`config.mk`:
```
export PLATFORM = sky130hd
export DESIGN_NAME = wh_endpoint_rx
export DESIGN_NICKNAME = d
export VERILOG_FILES = /design/src/wh_flit_pkg.sv /design/src/wh_packet_pkg.sv /design/src/wh_flit_deserializer.sv /design/src/wh_packet_merge.sv /design/src/wh_endpoint_rx.sv
export VERILOG_INCLUDE_DIRS = /design/src /design/src/include
export SDC_FILE = /design/constraint.sdc
export NUM_CORES = 1
export LEC_CHECK = 0
export BUFFER_PORTS_ARGS = -buffer_cell sky130_fd_sc_hd__buf_2
export CORE_MARGIN = 8
export CORE_UTILIZATION = 25
export CTS_BUF_LIST = sky130_fd_sc_hd__clkbuf_16
export CTS_CLUSTER_SIZE = 30
export DETAILED_ROUTE_END_ITERATION = 8
export GPL_TIMING_DRIVEN = 0
export HOLD_SLACK_MARGIN = 0.1
export PLACE_DENSITY = 0.38
export SYNTH_ARGS = -nofsm -noshare
export SYNTH_HDL_FRONTEND = slang
export SYNTH_SLANG_ARGS = --single-unit
```
`constraint.sdc`:
```
create_clock -name clk_i -period 2.4 [get_ports clk_i]
set_clock_uncertainty 0.15 [all_clocks]
set_input_delay 0.24 -clock clk_i [delete_from_list [all_inputs] [get_ports clk_i]]
set_output_delay 0.24 -clock clk_i [all_outputs]
set_load 0.02 [all_outputs]
```
`src/include/wh_settings.svh`:
```
/*
  Wormhole endpoint settings
  Link, header field and packet widths shared by the receive
  endpoint RTL and its testbench. Packet width covers the largest
  packet the length field can describe.
*/

`ifndef WH_SETTINGS_SVH
`define WH_SETTINGS_SVH

// Width of one flit on a link
`define WH_LINK_WIDTH 16

// Header fields
`define WH_CORD_WIDTH 5
`define WH_LEN_WIDTH 2

// Header plus up to three body flits
`define WH_MAX_FLITS (1 << `WH_LEN_WIDTH)

// Fully assembled packet word
`define WH_PACKET_WIDTH (`WH_MAX_FLITS * `WH_LINK_WIDTH)

`endif

```
`src/wh_flit_pkg.sv`:
```
/*
  Wormhole flit types
  Describes one link word: the header layout and a union that lets
  the same 16 bits be read as a header or as raw body data.
*/

`default_nettype none

`include "wh_settings.svh"

package wh_flit_pkg;

  // Header bits left over after len and cord
  localparam int hdr_payload_width = `WH_LINK_WIDTH - `WH_LEN_WIDTH - `WH_CORD_WIDTH;

  // cord sits in the low bits, same as in the assembled packet
  typedef struct packed {
    logic [hdr_payload_width-1:0] payload;
    logic [`WH_LEN_WIDTH-1:0]     len;
    logic [`WH_CORD_WIDTH-1:0]    cord;
  } wh_header_s;

  // First flit of a packet is decoded as a header, the rest as raw data
  typedef union packed {
    wh_header_s                header;
    logic [`WH_LINK_WIDTH-1:0] raw;
  } wh_flit_u;

endpackage

`default_nettype wire

```
`src/wh_packet_pkg.sv`:
```
/*
  Wormhole packet types
  Describes the assembled packet word handed from the deserializers
  to the merge stage, and the flit index used while assembling it.
*/

`default_nettype none

`include "wh_settings.svh"

package wh_packet_pkg;

  // Everything above the len and cord fields
  localparam int pkt_payload_width = `WH_PACKET_WIDTH - `WH_LEN_WIDTH - `WH_CORD_WIDTH;

  // Flit index within a packet, 0 is the header
  typedef logic [`WH_LEN_WIDTH-1:0] wh_flit_cnt_t;

  // Packet = {payload, length, cord}
  typedef struct packed {
    logic [pkt_payload_width-1:0] payload;
    logic [`WH_LEN_WIDTH-1:0]     len;
    logic [`WH_CORD_WIDTH-1:0]    cord;
  } wh_packet_s;

endpackage

`default_nettype wire

```
`src/wh_flit_deserializer.sv`:
```
/*
  Wormhole flit deserializer
  Gathers a header flit and its body flits from one link into one
  packet word. A single holding slot stores the finished packet
  until the consumer takes it; the link is stalled meanwhile.
  Slots a short packet leaves unused read as zero.
*/

`timescale 1ns/1ns
`default_nettype none

`include "wh_settings.svh"

module wh_flit_deserializer
  (
    input  logic                      clk_i,
    input  logic                      reset_i,

    input  wh_flit_pkg::wh_flit_u     data_i,
    input  logic                      v_i,
    output logic                      ready_o,

    output wh_packet_pkg::wh_packet_s packet_o,
    output logic                      v_o,
    input  logic                      yumi_i
  );

  import wh_packet_pkg::*;

  // Index of the slot the next flit lands in
  wh_flit_cnt_t cnt_r;
  // Number of body flits announced by the header
  wh_flit_cnt_t len_r;
  logic         full_r;

  logic [`WH_MAX_FLITS-1:0][`WH_LINK_WIDTH-1:0] slots_r;

  logic accept;
  logic is_header;
  logic last_flit;

  assign accept    = v_i & ready_o;
  assign is_header = (cnt_r == '0);

  // A len 0 header is its own last flit
  assign last_flit = is_header ? (data_i.header.len == '0) : (cnt_r == len_r);

  always_ff @(posedge clk_i)
  begin
    if (reset_i)
    begin
      cnt_r  <= '0;
      len_r  <= '0;
      full_r <= 1'b0;
    end
    else
    begin
      if (accept)
      begin
        if (is_header)
        begin
          len_r <= data_i.header.len;
        end
        if (last_flit)
        begin
          cnt_r <= '0;
        end
        else
        begin
          cnt_r <= cnt_r + wh_flit_cnt_t'(1);
        end
      end

      // No flit is accepted while full, so set and clear never collide
      if (accept && last_flit)
      begin
        full_r <= 1'b1;
      end
      else if (yumi_i)
      begin
        full_r <= 1'b0;
      end
    end
  end

  // Assembly register
  always_ff @(posedge clk_i)
  begin
    if (accept)
    begin
      if (is_header)
      begin
        // Wipe the previous packet, then drop the header in slot 0
        slots_r    <= '0;
        slots_r[0] <= data_i.raw;
      end
      else
      begin
        slots_r[cnt_r] <= data_i.raw;
      end
    end
  end

  assign ready_o  = ~full_r;
  assign v_o      = full_r;
  assign packet_o = slots_r;

endmodule

`default_nettype wire

```
`src/wh_packet_merge.sv`:
```
/*
  Wormhole packet merge
  Round-robin merge of two deserialized packet streams onto one
  valid/yumi output. Purely combinational on the data path; only
  the priority pointer is stored, and it moves on consumption.
*/

`timescale 1ns/1ns
`default_nettype none

module wh_packet_merge
  (
    input  logic                      clk_i,
    input  logic                      reset_i,

    input  wh_packet_pkg::wh_packet_s pkt0_i,
    input  logic                      v0_i,
    output logic                      yumi0_o,

    input  wh_packet_pkg::wh_packet_s pkt1_i,
    input  logic                      v1_i,
    output logic                      yumi1_o,

    output wh_packet_pkg::wh_packet_s packet_o,
    output logic                      v_o,
    input  logic                      yumi_i
  );

  // Low favors stream 0, high favors stream 1
  logic prio_r;
  logic grant1;
  logic consumed;

  // Stream 1 wins when it is the only one valid, or when both are
  // valid and the pointer names it
  assign grant1 = v1_i & (~v0_i | prio_r);

  assign v_o      = v0_i | v1_i;
  assign packet_o = grant1 ? pkt1_i : pkt0_i;

  // yumi only goes back to the stream actually presented
  assign yumi0_o = yumi_i & ~grant1;
  assign yumi1_o = yumi_i & grant1;

  assign consumed = yumi_i & v_o;

  // Inputs hold while waiting and the pointer only moves here, so
  // the grant is stable until the output is taken
  always_ff @(posedge clk_i)
  begin
    if (reset_i)
    begin
      prio_r <= 1'b0;
    end
    else if (consumed)
    begin
      // Hand priority to the stream that was not served
      prio_r <= ~grant1;
    end
  end

endmodule

`default_nettype wire

```
`src/wh_endpoint_rx.sv`:
```
/*
  Wormhole endpoint, receive side
  Two links, each with its own deserializer, merged round robin
  into a single packet stream for the local consumer.
*/

`timescale 1ns/1ns
`default_nettype none

`include "wh_settings.svh"

module wh_endpoint_rx
  (
    input  logic                      clk_i,
    input  logic                      reset_i,

    input  logic [`WH_LINK_WIDTH-1:0] link0_data_i,
    input  logic                      link0_v_i,
    output logic                      link0_ready_o,

    input  logic [`WH_LINK_WIDTH-1:0] link1_data_i,
    input  logic                      link1_v_i,
    output logic                      link1_ready_o,

    output wh_packet_pkg::wh_packet_s packet_o,
    output logic                      v_o,
    input  logic                      yumi_i
  );

  import wh_packet_pkg::*;

  wh_packet_s pkt0;
  wh_packet_s pkt1;
  logic       v0;
  logic       v1;
  logic       yumi0;
  logic       yumi1;

  // Router local port
  wh_flit_deserializer deser0
    (
      .clk_i    (clk_i),
      .reset_i  (reset_i),
      .data_i   (link0_data_i),
      .v_i      (link0_v_i),
      .ready_o  (link0_ready_o),
      .packet_o (pkt0),
      .v_o      (v0),
      .yumi_i   (yumi0)
    );

  // Auxiliary port
  wh_flit_deserializer deser1
    (
      .clk_i    (clk_i),
      .reset_i  (reset_i),
      .data_i   (link1_data_i),
      .v_i      (link1_v_i),
      .ready_o  (link1_ready_o),
      .packet_o (pkt1),
      .v_o      (v1),
      .yumi_i   (yumi1)
    );

  wh_packet_merge merge
    (
      .clk_i    (clk_i),
      .reset_i  (reset_i),
      .pkt0_i   (pkt0),
      .v0_i     (v0),
      .yumi0_o  (yumi0),
      .pkt1_i   (pkt1),
      .v1_i     (v1),
      .yumi1_o  (yumi1),
      .packet_o (packet_o),
      .v_o      (v_o),
      .yumi_i   (yumi_i)
    );

endmodule

`default_nettype wire

```
== After elaboration in Yosys (flattened, before gate mapping) ==
Cells that the tools add are included.

* Equality and inequality tests: 2
* Reduce and logical (&&, ||, !) cells: 12
* Mux-type cells: 17
* $add $sub $neg: 2
* Order comparisons: 4
* Bitwise gates (word level): 11

{| class="wikitable"
|+ Operators by type and width
! operator !! count
|-
| $bwmux 64 || 2
|-
| $demux 16 s2 || 2
|-
| $mux 16 || 4
|-
| $mux 64 || 1
|-
| $logic_not 2->1 || 4
|-
| $and 1x1->1 || 6
|-
| $lt 2x3->1 const B || 2
|-
| $mux 1 || 6
|-
| $add 2x1->2 const B || 2
|-
| $eq 2x2->1 || 2
|-
| $ge 2x1->1 const B || 2
|-
| $logic_and 1x1->1 || 4
|-
| $mux 2 || 2
|-
| $reduce_and 2->1 || 2
|-
| $reduce_bool 2->1 || 2
|-
| $not 1->1 || 3
|-
| $or 1x1->1 || 2
|}

* Input bits: 37
* Logic and storage cells: 63
* Flip-flop bits (word level): 139

== Logic depth before layout (Yosys ltp) ==
Gate-level depths: netlist (run 1).

* Depth after elaboration: 7
* Depth in mapped cells: 6
* Gate-level depth less buffers: 5

== Hierarchy ==
Synthesis (run 1) repeated with hierarchy kept, for this count alone.

* Cells, all modules: 520
* Area total of the unflattened synthesis: 7154.4 µm²

{| class="wikitable"
|+ By module, submodules not included
! module !! area each (µm²) !! cells an instance !! instances !! sequential area each (µm²)
|-
| wh_flit_deserializer || 3057.9 || 220 || 2 || 2021.9
|-
| wh_packet_merge || 1038.5 || 80 || 1 || 20.0
|}

== Least setup slack after synthesis (run 1) ==
OpenSTA, ideal clock, no wires.

* Kind: register -> register
* From: reg deser1.full_r (netlist: deser1.v_o)
* To: reg deser1.cnt_r[0]
* Path slack: 206 ps
* Buffers on the path: 0
* Period minus slack after synthesis: 2194 ps
* Setup time: 70 ps
* Stages on the path, launching flop included: 5
* Arrival time: 1974 ps
* Cell sequence: dfxtp_1 -> nand2b_4 -> inv_1 -> o311ai_0 -> a21oi_1

* Longest elaborated chain between the ends: 2

{| class="wikitable"
|+ RTL lines
! element !! line !! source
|-
| from (decl) || wh_flit_deserializer.sv:34 || <nowiki>logic full_r;</nowiki>
|-
| from (signal assigned) || wh_flit_deserializer.sv:54 || <nowiki>full_r <= 1'b0;</nowiki>
|-
| from (signal assigned) || wh_flit_deserializer.sv:77 || <nowiki>full_r <= 1'b1;</nowiki>
|-
| from (signal assigned) || wh_flit_deserializer.sv:81 || <nowiki>full_r <= 1'b0;</nowiki>
|-
| $not 1->1 || wh_flit_deserializer.sv:104 || <nowiki>assign ready_o = ~full_r;</nowiki>
|-
| $and 1x1->1 || wh_flit_deserializer.sv:42 || <nowiki>assign accept = v_i & ready_o;</nowiki>
|-
| net deser1.accept || wh_flit_deserializer.sv:38 || <nowiki>logic accept;</nowiki>
|-
| to (signal assigned) || wh_flit_deserializer.sv:70 || <nowiki>cnt_r <= cnt_r + wh_flit_cnt_t'(1);</nowiki>
|-
| to (decl) || wh_flit_deserializer.sv:31 || <nowiki>wh_flit_cnt_t cnt_r;</nowiki>
|}

The timed path passes the listed nets, and every way through them passes these cells.
A chain may end at the register's enable or synchronous reset.

==> metrics.md, run 1 <==
| Metric | Value |
|---|---|
| Max clock buf depth | `2` |
| Die width | `183 um` |
| DR vias | `4657` |
| Final non-filler cell total | `1072` |
| Crit path DAT | `1.93 ns` |
| Worst path slowest cell | `mux2_2` |
| RSZ-0062 raised after global routing | `true` |
| Placed cells | `1003` |
| Port bufs | `103` |
| Starting density of the core | `25.2%` |
| Max Fclk | `0.430 GHz` |
| Clk slew on worst S/H paths | `0.06 ns` |
| Status | `complete, no violations` |
| Worst slew pin tran | `0.956 ns` |
| Routability Congestion | `0.757` |
| Multi-input gate area | `0.00266 mm2` |
| Vias per cell | `4.34` |
| DR iter-0 viols | `260` |
| Sequential Area | `0.00407 mm2` |
| Site Rows | `61` |
| Seq/Total Area, Yosys | `58.5%` |
| Clk sinks | `139` |
| Root Buffer | `clkbuf_16` |
| Min Hold Slack | `0.351 ns` |
| DRT Pass-1 Iters | `4` |
| Slew Viols, Final | `0` |
| Area Growth Syn to Fin | `29.1%` |
| Initial antenna violation count | `1` |
| Pwr/cell area | `861 mW/mm2` |
| Yosys reg bits | `139` |
| Die Y-Extent | `183 um` |
| Crit path required time | `2.01 ns` |
| Num CTS Buffers | `17` |
| I/O pin count | `104` |
| Critical Path Source Type | `register` |
| Critical Path Max Stage Delay | `0.38 ns` |
| Worst Path Max Fanout | `10` |
| Routed wire per std cell | `21.5 um` |
| Synth unique cells | `32` |
| # H-tree levels | `4` |
| Final instance area | `0.00897 mm2` |
| Setup-failing EPs final | `0` |
| HPWL Detailed | `15400 um` |
| Core Region | `0.0276 mm2` |
| TritonCTS clock tree | `yes` |
| Routed Antenna Nets | `0` |
| Yosys warns | `0` |
| Fill count | `2780` |
| First-pass GRT wire length | `34100 um` |
| Top delay family on crit path | `simple AND/OR/NAND/NOR gates` |
| Total power | `7.72 mW` |
| Slew HR | `36.2%` |
| Placed cell areas | `0.00797 mm2` |
| GRT Total Usage | `14.2%` |
| Mapped Cells | `520` |
| Synthesized area per cell | `13.4 um2` |
| Layout cells sized above 1 | `33.6%` |
| Routed WL | `23100 um` |
| Bufs and invs on worst path | `2` |
| Syn Std Cell Area | `0.00695 mm2` |
| Final core utilization | `32.6%` |
| Remaining DRCs | `0` |
| Worst-Skew Late Latency | `0.42 ns` |
| Tmin final | `2.32 ns` |
| Max-capacitance violation count | `0` |
| CP endpoint kind | `output pin` |
| Diode count | `0` |
| Standby leakage power | `3.38 nW` |
| Crit path kind | `reg2out` |
| Crit-path cells | `nand2b_1, nand2_4, buf_8, mux2_2, buf_2` |
| Min-Delay Path Class | `reg2reg` |
| Grt ovf | `0` |
| Syn_nets | `565` |
| Nets | `728` |
| Die Area | `0.0334 mm2` |
| Vias in the first global route | `5039` |
| Endpoints failing hold | `0` |
| Largest net degree at the start of global routing | `31` |
| Worst VDD drop | `0.452 mV` |
| Final Cycle Share | `96.8%` |
-- kinds of logic after synthesis --
kind of cell	Yosys count	synth area share, %
adder cells (fa/ha/maj)	8	1.44
XOR/XNOR	4	0.504
buffers and inverters	43	3.21
AO/OA/AOI/OAI	12	1.28
multiplexers	165	24.9
flip-flops	139	58.5
AND/OR/NAND/NOR	149	10.1
-- worst paths after layout --
check	cells after the start	end	slack, ns	start
setup / recovery	5	packet_o[25]	0.08	merge.prio_r
hold / removal	1	merge.prio_r	0.35	merge.prio_r
setup reg to reg	6	deser0.cnt_r[0]	0.13	deser0.cnt_r[0]
hold reg to reg	1	merge.prio_r	0.35	merge.prio_r
-- sequential cells by signal, summed over array words and instances, names as in the netlist --
| register | cells |
|---|---|
| deser0.len_r | 2 |
| deser1.packet_o | 64 |
| deser0.cnt_r | 2 |
| merge.prio_r | 1 |
| deser1.len_r | 2 |
| deser0.packet_o | 64 |
| deser1.cnt_r | 2 |
| deser0.v_o | 1 |
| deser1.v_o | 1 |
-- repair_timing --
item,CTS,global route
gates resized for setup,8,14
endpoints found under the setup margin,129,65
setup buffers,2,0
hold buffers,37,0
pin swaps,1,1
hold endpoints to repair,124,0
-- stage by stage --
step / setup TNS [ns] / setup WS, ns
6_report: 0 / 0.0765
3_3_place_gp: -65.25 / -0.926
2_1_floorplan: 0 / 0.206
4_1_cts: 0 / 0.00138
3_5_place_dp: -7.33 / -0.222
5_1_grt: -0.144 / -0.0220
-- power breakdown --
group          internal [mW]  switching, mW  leakage, nW
combinational          0.717           1.22         1.71
clock                   1.60           1.01        0.291
sequential              3.05          0.131         1.38
-- placed cells by master, fill, tap and decap left out, types with 2 or more instances in the layout --
master | netlist | routed
inv_1 | 10 | 11
buf_8 | 0 | 5
and2_1 | 32 | 32
a21oi_1 | 3 | 3
dlygate4sd3_1 | 0 | 37
bufinv_16 | 0 | 3
nor3b_1 | 2 | 2
buf_4 | 0 | 2
inv_2 | 0 | 2
nand2b_4 | 2 | 2
xor2_1 | 4 | 4
nand3b_1 | 2 | 2
buf_2 | 13 | 116
or4_1 | 2 | 2
o32ai_1 | 2 | 2
dfxtp_1 | 11 | 10
nand2_1 | 2 | 2
ha_1 | 8 | 8
clkbuf_16 | 0 | 17
clkinv_1 | 0 | 2
edfxtp_1 | 128 | 128
buf_12 | 0 | 3
clkbuf_2 | 0 | 10
mux2i_1 | 101 | 101
clkinv_2 | 0 | 4
clkbuf_1 | 14 | 4
nor2_1 | 101 | 101
mux2_2 | 64 | 64
-- cell usage after synthesis, drive strengths merged --
cell | number | area share [%]
buf | 19 | 1.9
dfxtp | 11 | 3.2
a21boi | 1 | 0.11
nand3 | 1 | 0.072
clkbuf | 14 | 0.76
nand3b | 2 | 0.22
nor3 | 1 | 0.072
a21oi | 3 | 0.22
mux2 | 64 | 10
a31oi | 1 | 0.090
and2 | 32 | 2.9
or4 | 3 | 0.38
a2bb2oi | 1 | 0.13
inv | 10 | 0.54
o311ai | 1 | 0.13
a21o | 1 | 0.11
a31o | 1 | 0.13
mux2i | 101 | 15
nand2 | 3 | 0.20
o32ai | 2 | 0.25
or4b | 1 | 0.14
edfxtp | 128 | 55
nor2 | 101 | 5.5
nor3b | 2 | 0.22
nand2b | 3 | 0.49
xor2 | 4 | 0.50
ha | 8 | 1.4
a311oi | 1 | 0.13
-- layout make-up --
cell class,instances,area share (%)
inverters,10,0.419
multi-input cells,338,29.7
clock buffers,17,4.74
well taps,378,5.27
clock inverters,13,1.53
flip-flops and latches,139,45.3
repair buffers,144,10.5
plain buffers,33,2.51
-- metal layers --
| layer | up-vias | share of wire (%) | track usage [%] |
|---|---|---|---|
| met4 | 0 | 0.96 | 3.71 |
| met1 | 2327 | 46 | 18.2 |
| li1 | 2210 | - | - |
| met3 | 11 | 4.7 | 2.96 |
| met2 | 109 | 49 | 23.8 |
| met5 | - | 0 | 0 |
Power figures use the tool's default switching activity.
==> run 2: changes to the inputs <==
--- a/config.mk
+++ b/config.mk
@@ -6,15 +6,16 @@
 export SDC_FILE = /design/constraint.sdc
 export NUM_CORES = 1
 export LEC_CHECK = 0
-export BUFFER_PORTS_ARGS = -buffer_cell sky130_fd_sc_hd__buf_2
+export CORE_ASPECT_RATIO = 1.2
 export CORE_MARGIN = 8
 export CORE_UTILIZATION = 25
 export CTS_BUF_LIST = sky130_fd_sc_hd__clkbuf_16
 export CTS_CLUSTER_SIZE = 30
 export DETAILED_ROUTE_END_ITERATION = 8
+export DONT_BUFFER_PORTS = 1
 export GPL_TIMING_DRIVEN = 0
 export HOLD_SLACK_MARGIN = 0.1
-export PLACE_DENSITY = 0.38
+export PLACE_DENSITY = 0.35
 export SYNTH_ARGS = -nofsm -noshare
 export SYNTH_HDL_FRONTEND = slang
 export SYNTH_SLANG_ARGS = --single-unit
==> metrics.md, run 2 (synthesis gave the netlist of run 1 again) <==
| Metric | Value |
|---|---|
| Status | `complete, no violations` |
| Bufs and invs on worst path | `1` |
| HPWL Detailed | `15500 um` |
| Clk sinks | `139` |
| Root Buffer | `clkbuf_16` |
| TritonCTS clock tree | `yes` |
| Worst VDD drop | `0.527 mV` |
| Min Hold Slack | `0.348 ns` |
| R2R Setup Slk | `0.13 ns` |
| Layout cells sized above 1 | `22.0%` |
| Max Fclk | `0.431 GHz` |
| Slew HR | `37.0%` |
| Routed WL | `23600 um` |
| Min-Delay Path Class | `reg2reg` |
| Core Region | `0.0277 mm2` |
| Clk slew on worst S/H paths | `0.06 ns` |
| RSZ-0062 raised after global routing | `false` |
| Worst flop-to-flop path startpoint | `deser1.cnt_r[0]` |
| Routability Congestion | `0.716` |
| Vias per cell | `4.69` |
| Area Growth Syn to Fin | `20.2%` |
| Remaining DRCs | `0` |
| Critical path launch point | `deser0.v_o` |
| Leading cell types in the layout, fill and taps excluded | `128 x edfxtp_1, 101 x mux2i_1, 101 x nor2_1` |
| Routed wire per std cell | `25.2 um` |
| Crit path kind | `reg2out` |
| Fin worst setup slack | `0.0786 ns` |
| Final Cycle Share | `96.7%` |
| P_int | `5.01 mW` |
| Sequential share of power | `43.3%` |
| Max clock buf depth | `2` |
| Initial antenna violation count | `0` |
| Routed Antenna Nets | `0` |
| Largest net degree at the start of global routing | `52` |
| Logic pwr share | `24.1%` |
| Worst hold start | `merge.prio_r` |
| Number of setup buffers added after CTS | `0` |
| Starting density of the core | `25.1%` |
| DR vias | `4397` |
| Port bufs | `0` |
| Sequential Area | `0.00407 mm2` |
| First-pass GRT wire length | `34000 um` |
| Setup-failing EPs final | `0` |
| Crit-path cells | `nand2b_1, nand2_4, buf_6, mux2_2` |
| Pwr/cell area | `880 mW/mm2` |
| Die Y-Extent | `199 um` |
| Endpoints failing hold | `0` |
| Grt ovf | `0` |
| DR iter-0 viols | `259` |
| Worst Path Max Fanout | `10` |
| Switching share of power | `31.8%` |
| Tmin final | `2.32 ns` |
| GRT Total Usage | `14.5%` |
| Fill count | `2837` |
| Most common cell after layout, fill and taps aside | `edfxtp_1` |
| Die Area | `0.0334 mm2` |
| Net switching power | `2.34 mW` |
| Max-capacitance violation count | `0` |
| Total power | `7.35 mW` |
| Worst-Skew Late Latency | `0.42 ns` |
| Clock power share | `32.6%` |
| Critical Path Max Stage Delay | `0.44 ns` |
| Standby leakage power | `2.90 nW` |
| Nets | `626` |
| DP Worst Slack | `-0.229 ns` |
| Num CTS Buffers | `17` |
| Worst slew pin tran | `0.944 ns` |
| CP endpoint kind | `output pin` |
| DRT Pass-1 Iters | `4` |
| Multi-input gate area | `0.00267 mm2` |
| Worst path slowest cell | `mux2_2` |
| Top delay family on crit path | `multiplexers` |
| Crit path DAT | `1.93 ns` |
| Critical Path Source Type | `register` |
| Slew Viols, Final | `0` |
| Die width | `168 um` |
| Vias in the first global route | `4688` |
| Crit path required time | `2.01 ns` |
| Site Rows | `67` |
| I/O pin count | `104` |
| # H-tree levels | `4` |
[run 2: changes by cell type in the layout (fill, tap and decap cells not counted), moves of 3 or more]
cell           before  now
buf_2             116   13
buf_6               0    6
buf_8               5    0
dlygate4sd3_1      37   41
clkinv_2            4    7
[run 2: final timing paths]
check	end	cells after the start
setup / recovery	packet_o[31]	4
hold / removal	merge.prio_r	1
setup reg to reg	deser1.packet_o[11]	4
hold reg to reg	merge.prio_r	1
[run 2: layer usage]
| metal | GRT usage, % | up-vias | share of wire, % |
|---|---|---|---|
| met2 | 24.8 | 137 | 50 |
| li1 | - | 2008 | - |
| met5 | 0 | - | 0 |
| met3 | 3.49 | 24 | 5.2 |
| met1 | 17.6 | 2228 | 43 |
| met4 | 4.83 | 0 | 1.7 |
[run 2: timing repair]
item                                    4_1_cts  5_1_grt
pin swaps                                     0        0
endpoints found under the hold margin       139        0
hold buffers                                 41        0
endpoints found under the setup margin      150       73
resized for setup                             6       15
[run 2: final cells by class]
cell class	count	share of cell area, %
diodes	1	0.0300
plain buffers	33	2.37
clock buffers	17	5.10
clock inverters	13	1.05
inverters	10	0.480
multi-input cells	338	31.9
flip-flops and latches	139	48.7
well taps	345	5.17
repair buffers	42	5.16
[run 2: power by group through the flow]
stage	registers (mW)	logic, mW	clock network [mW]
2_1_floorplan	3.19	1.17	0
3_3_place_gp	3.23	1.68	0
3_5_place_dp	3.23	1.70	0
4_1_cts	3.18	1.82	2.46
5_1_grt	3.23	1.91	2.55
6_report	3.18	1.77	2.39
[run 2: through the flow]
step	instance area (um2)	utilization [%]	instances	TNS, ns
CTS	8330	30.1	937	-4.77
global route	8350	30.2	937	0
finish	8350	30.2	938	0
floorplan	6950	-	520	0
detailed placement	7400	26.7	866	-12.62
global placement	7380	26.7	865	-73.86
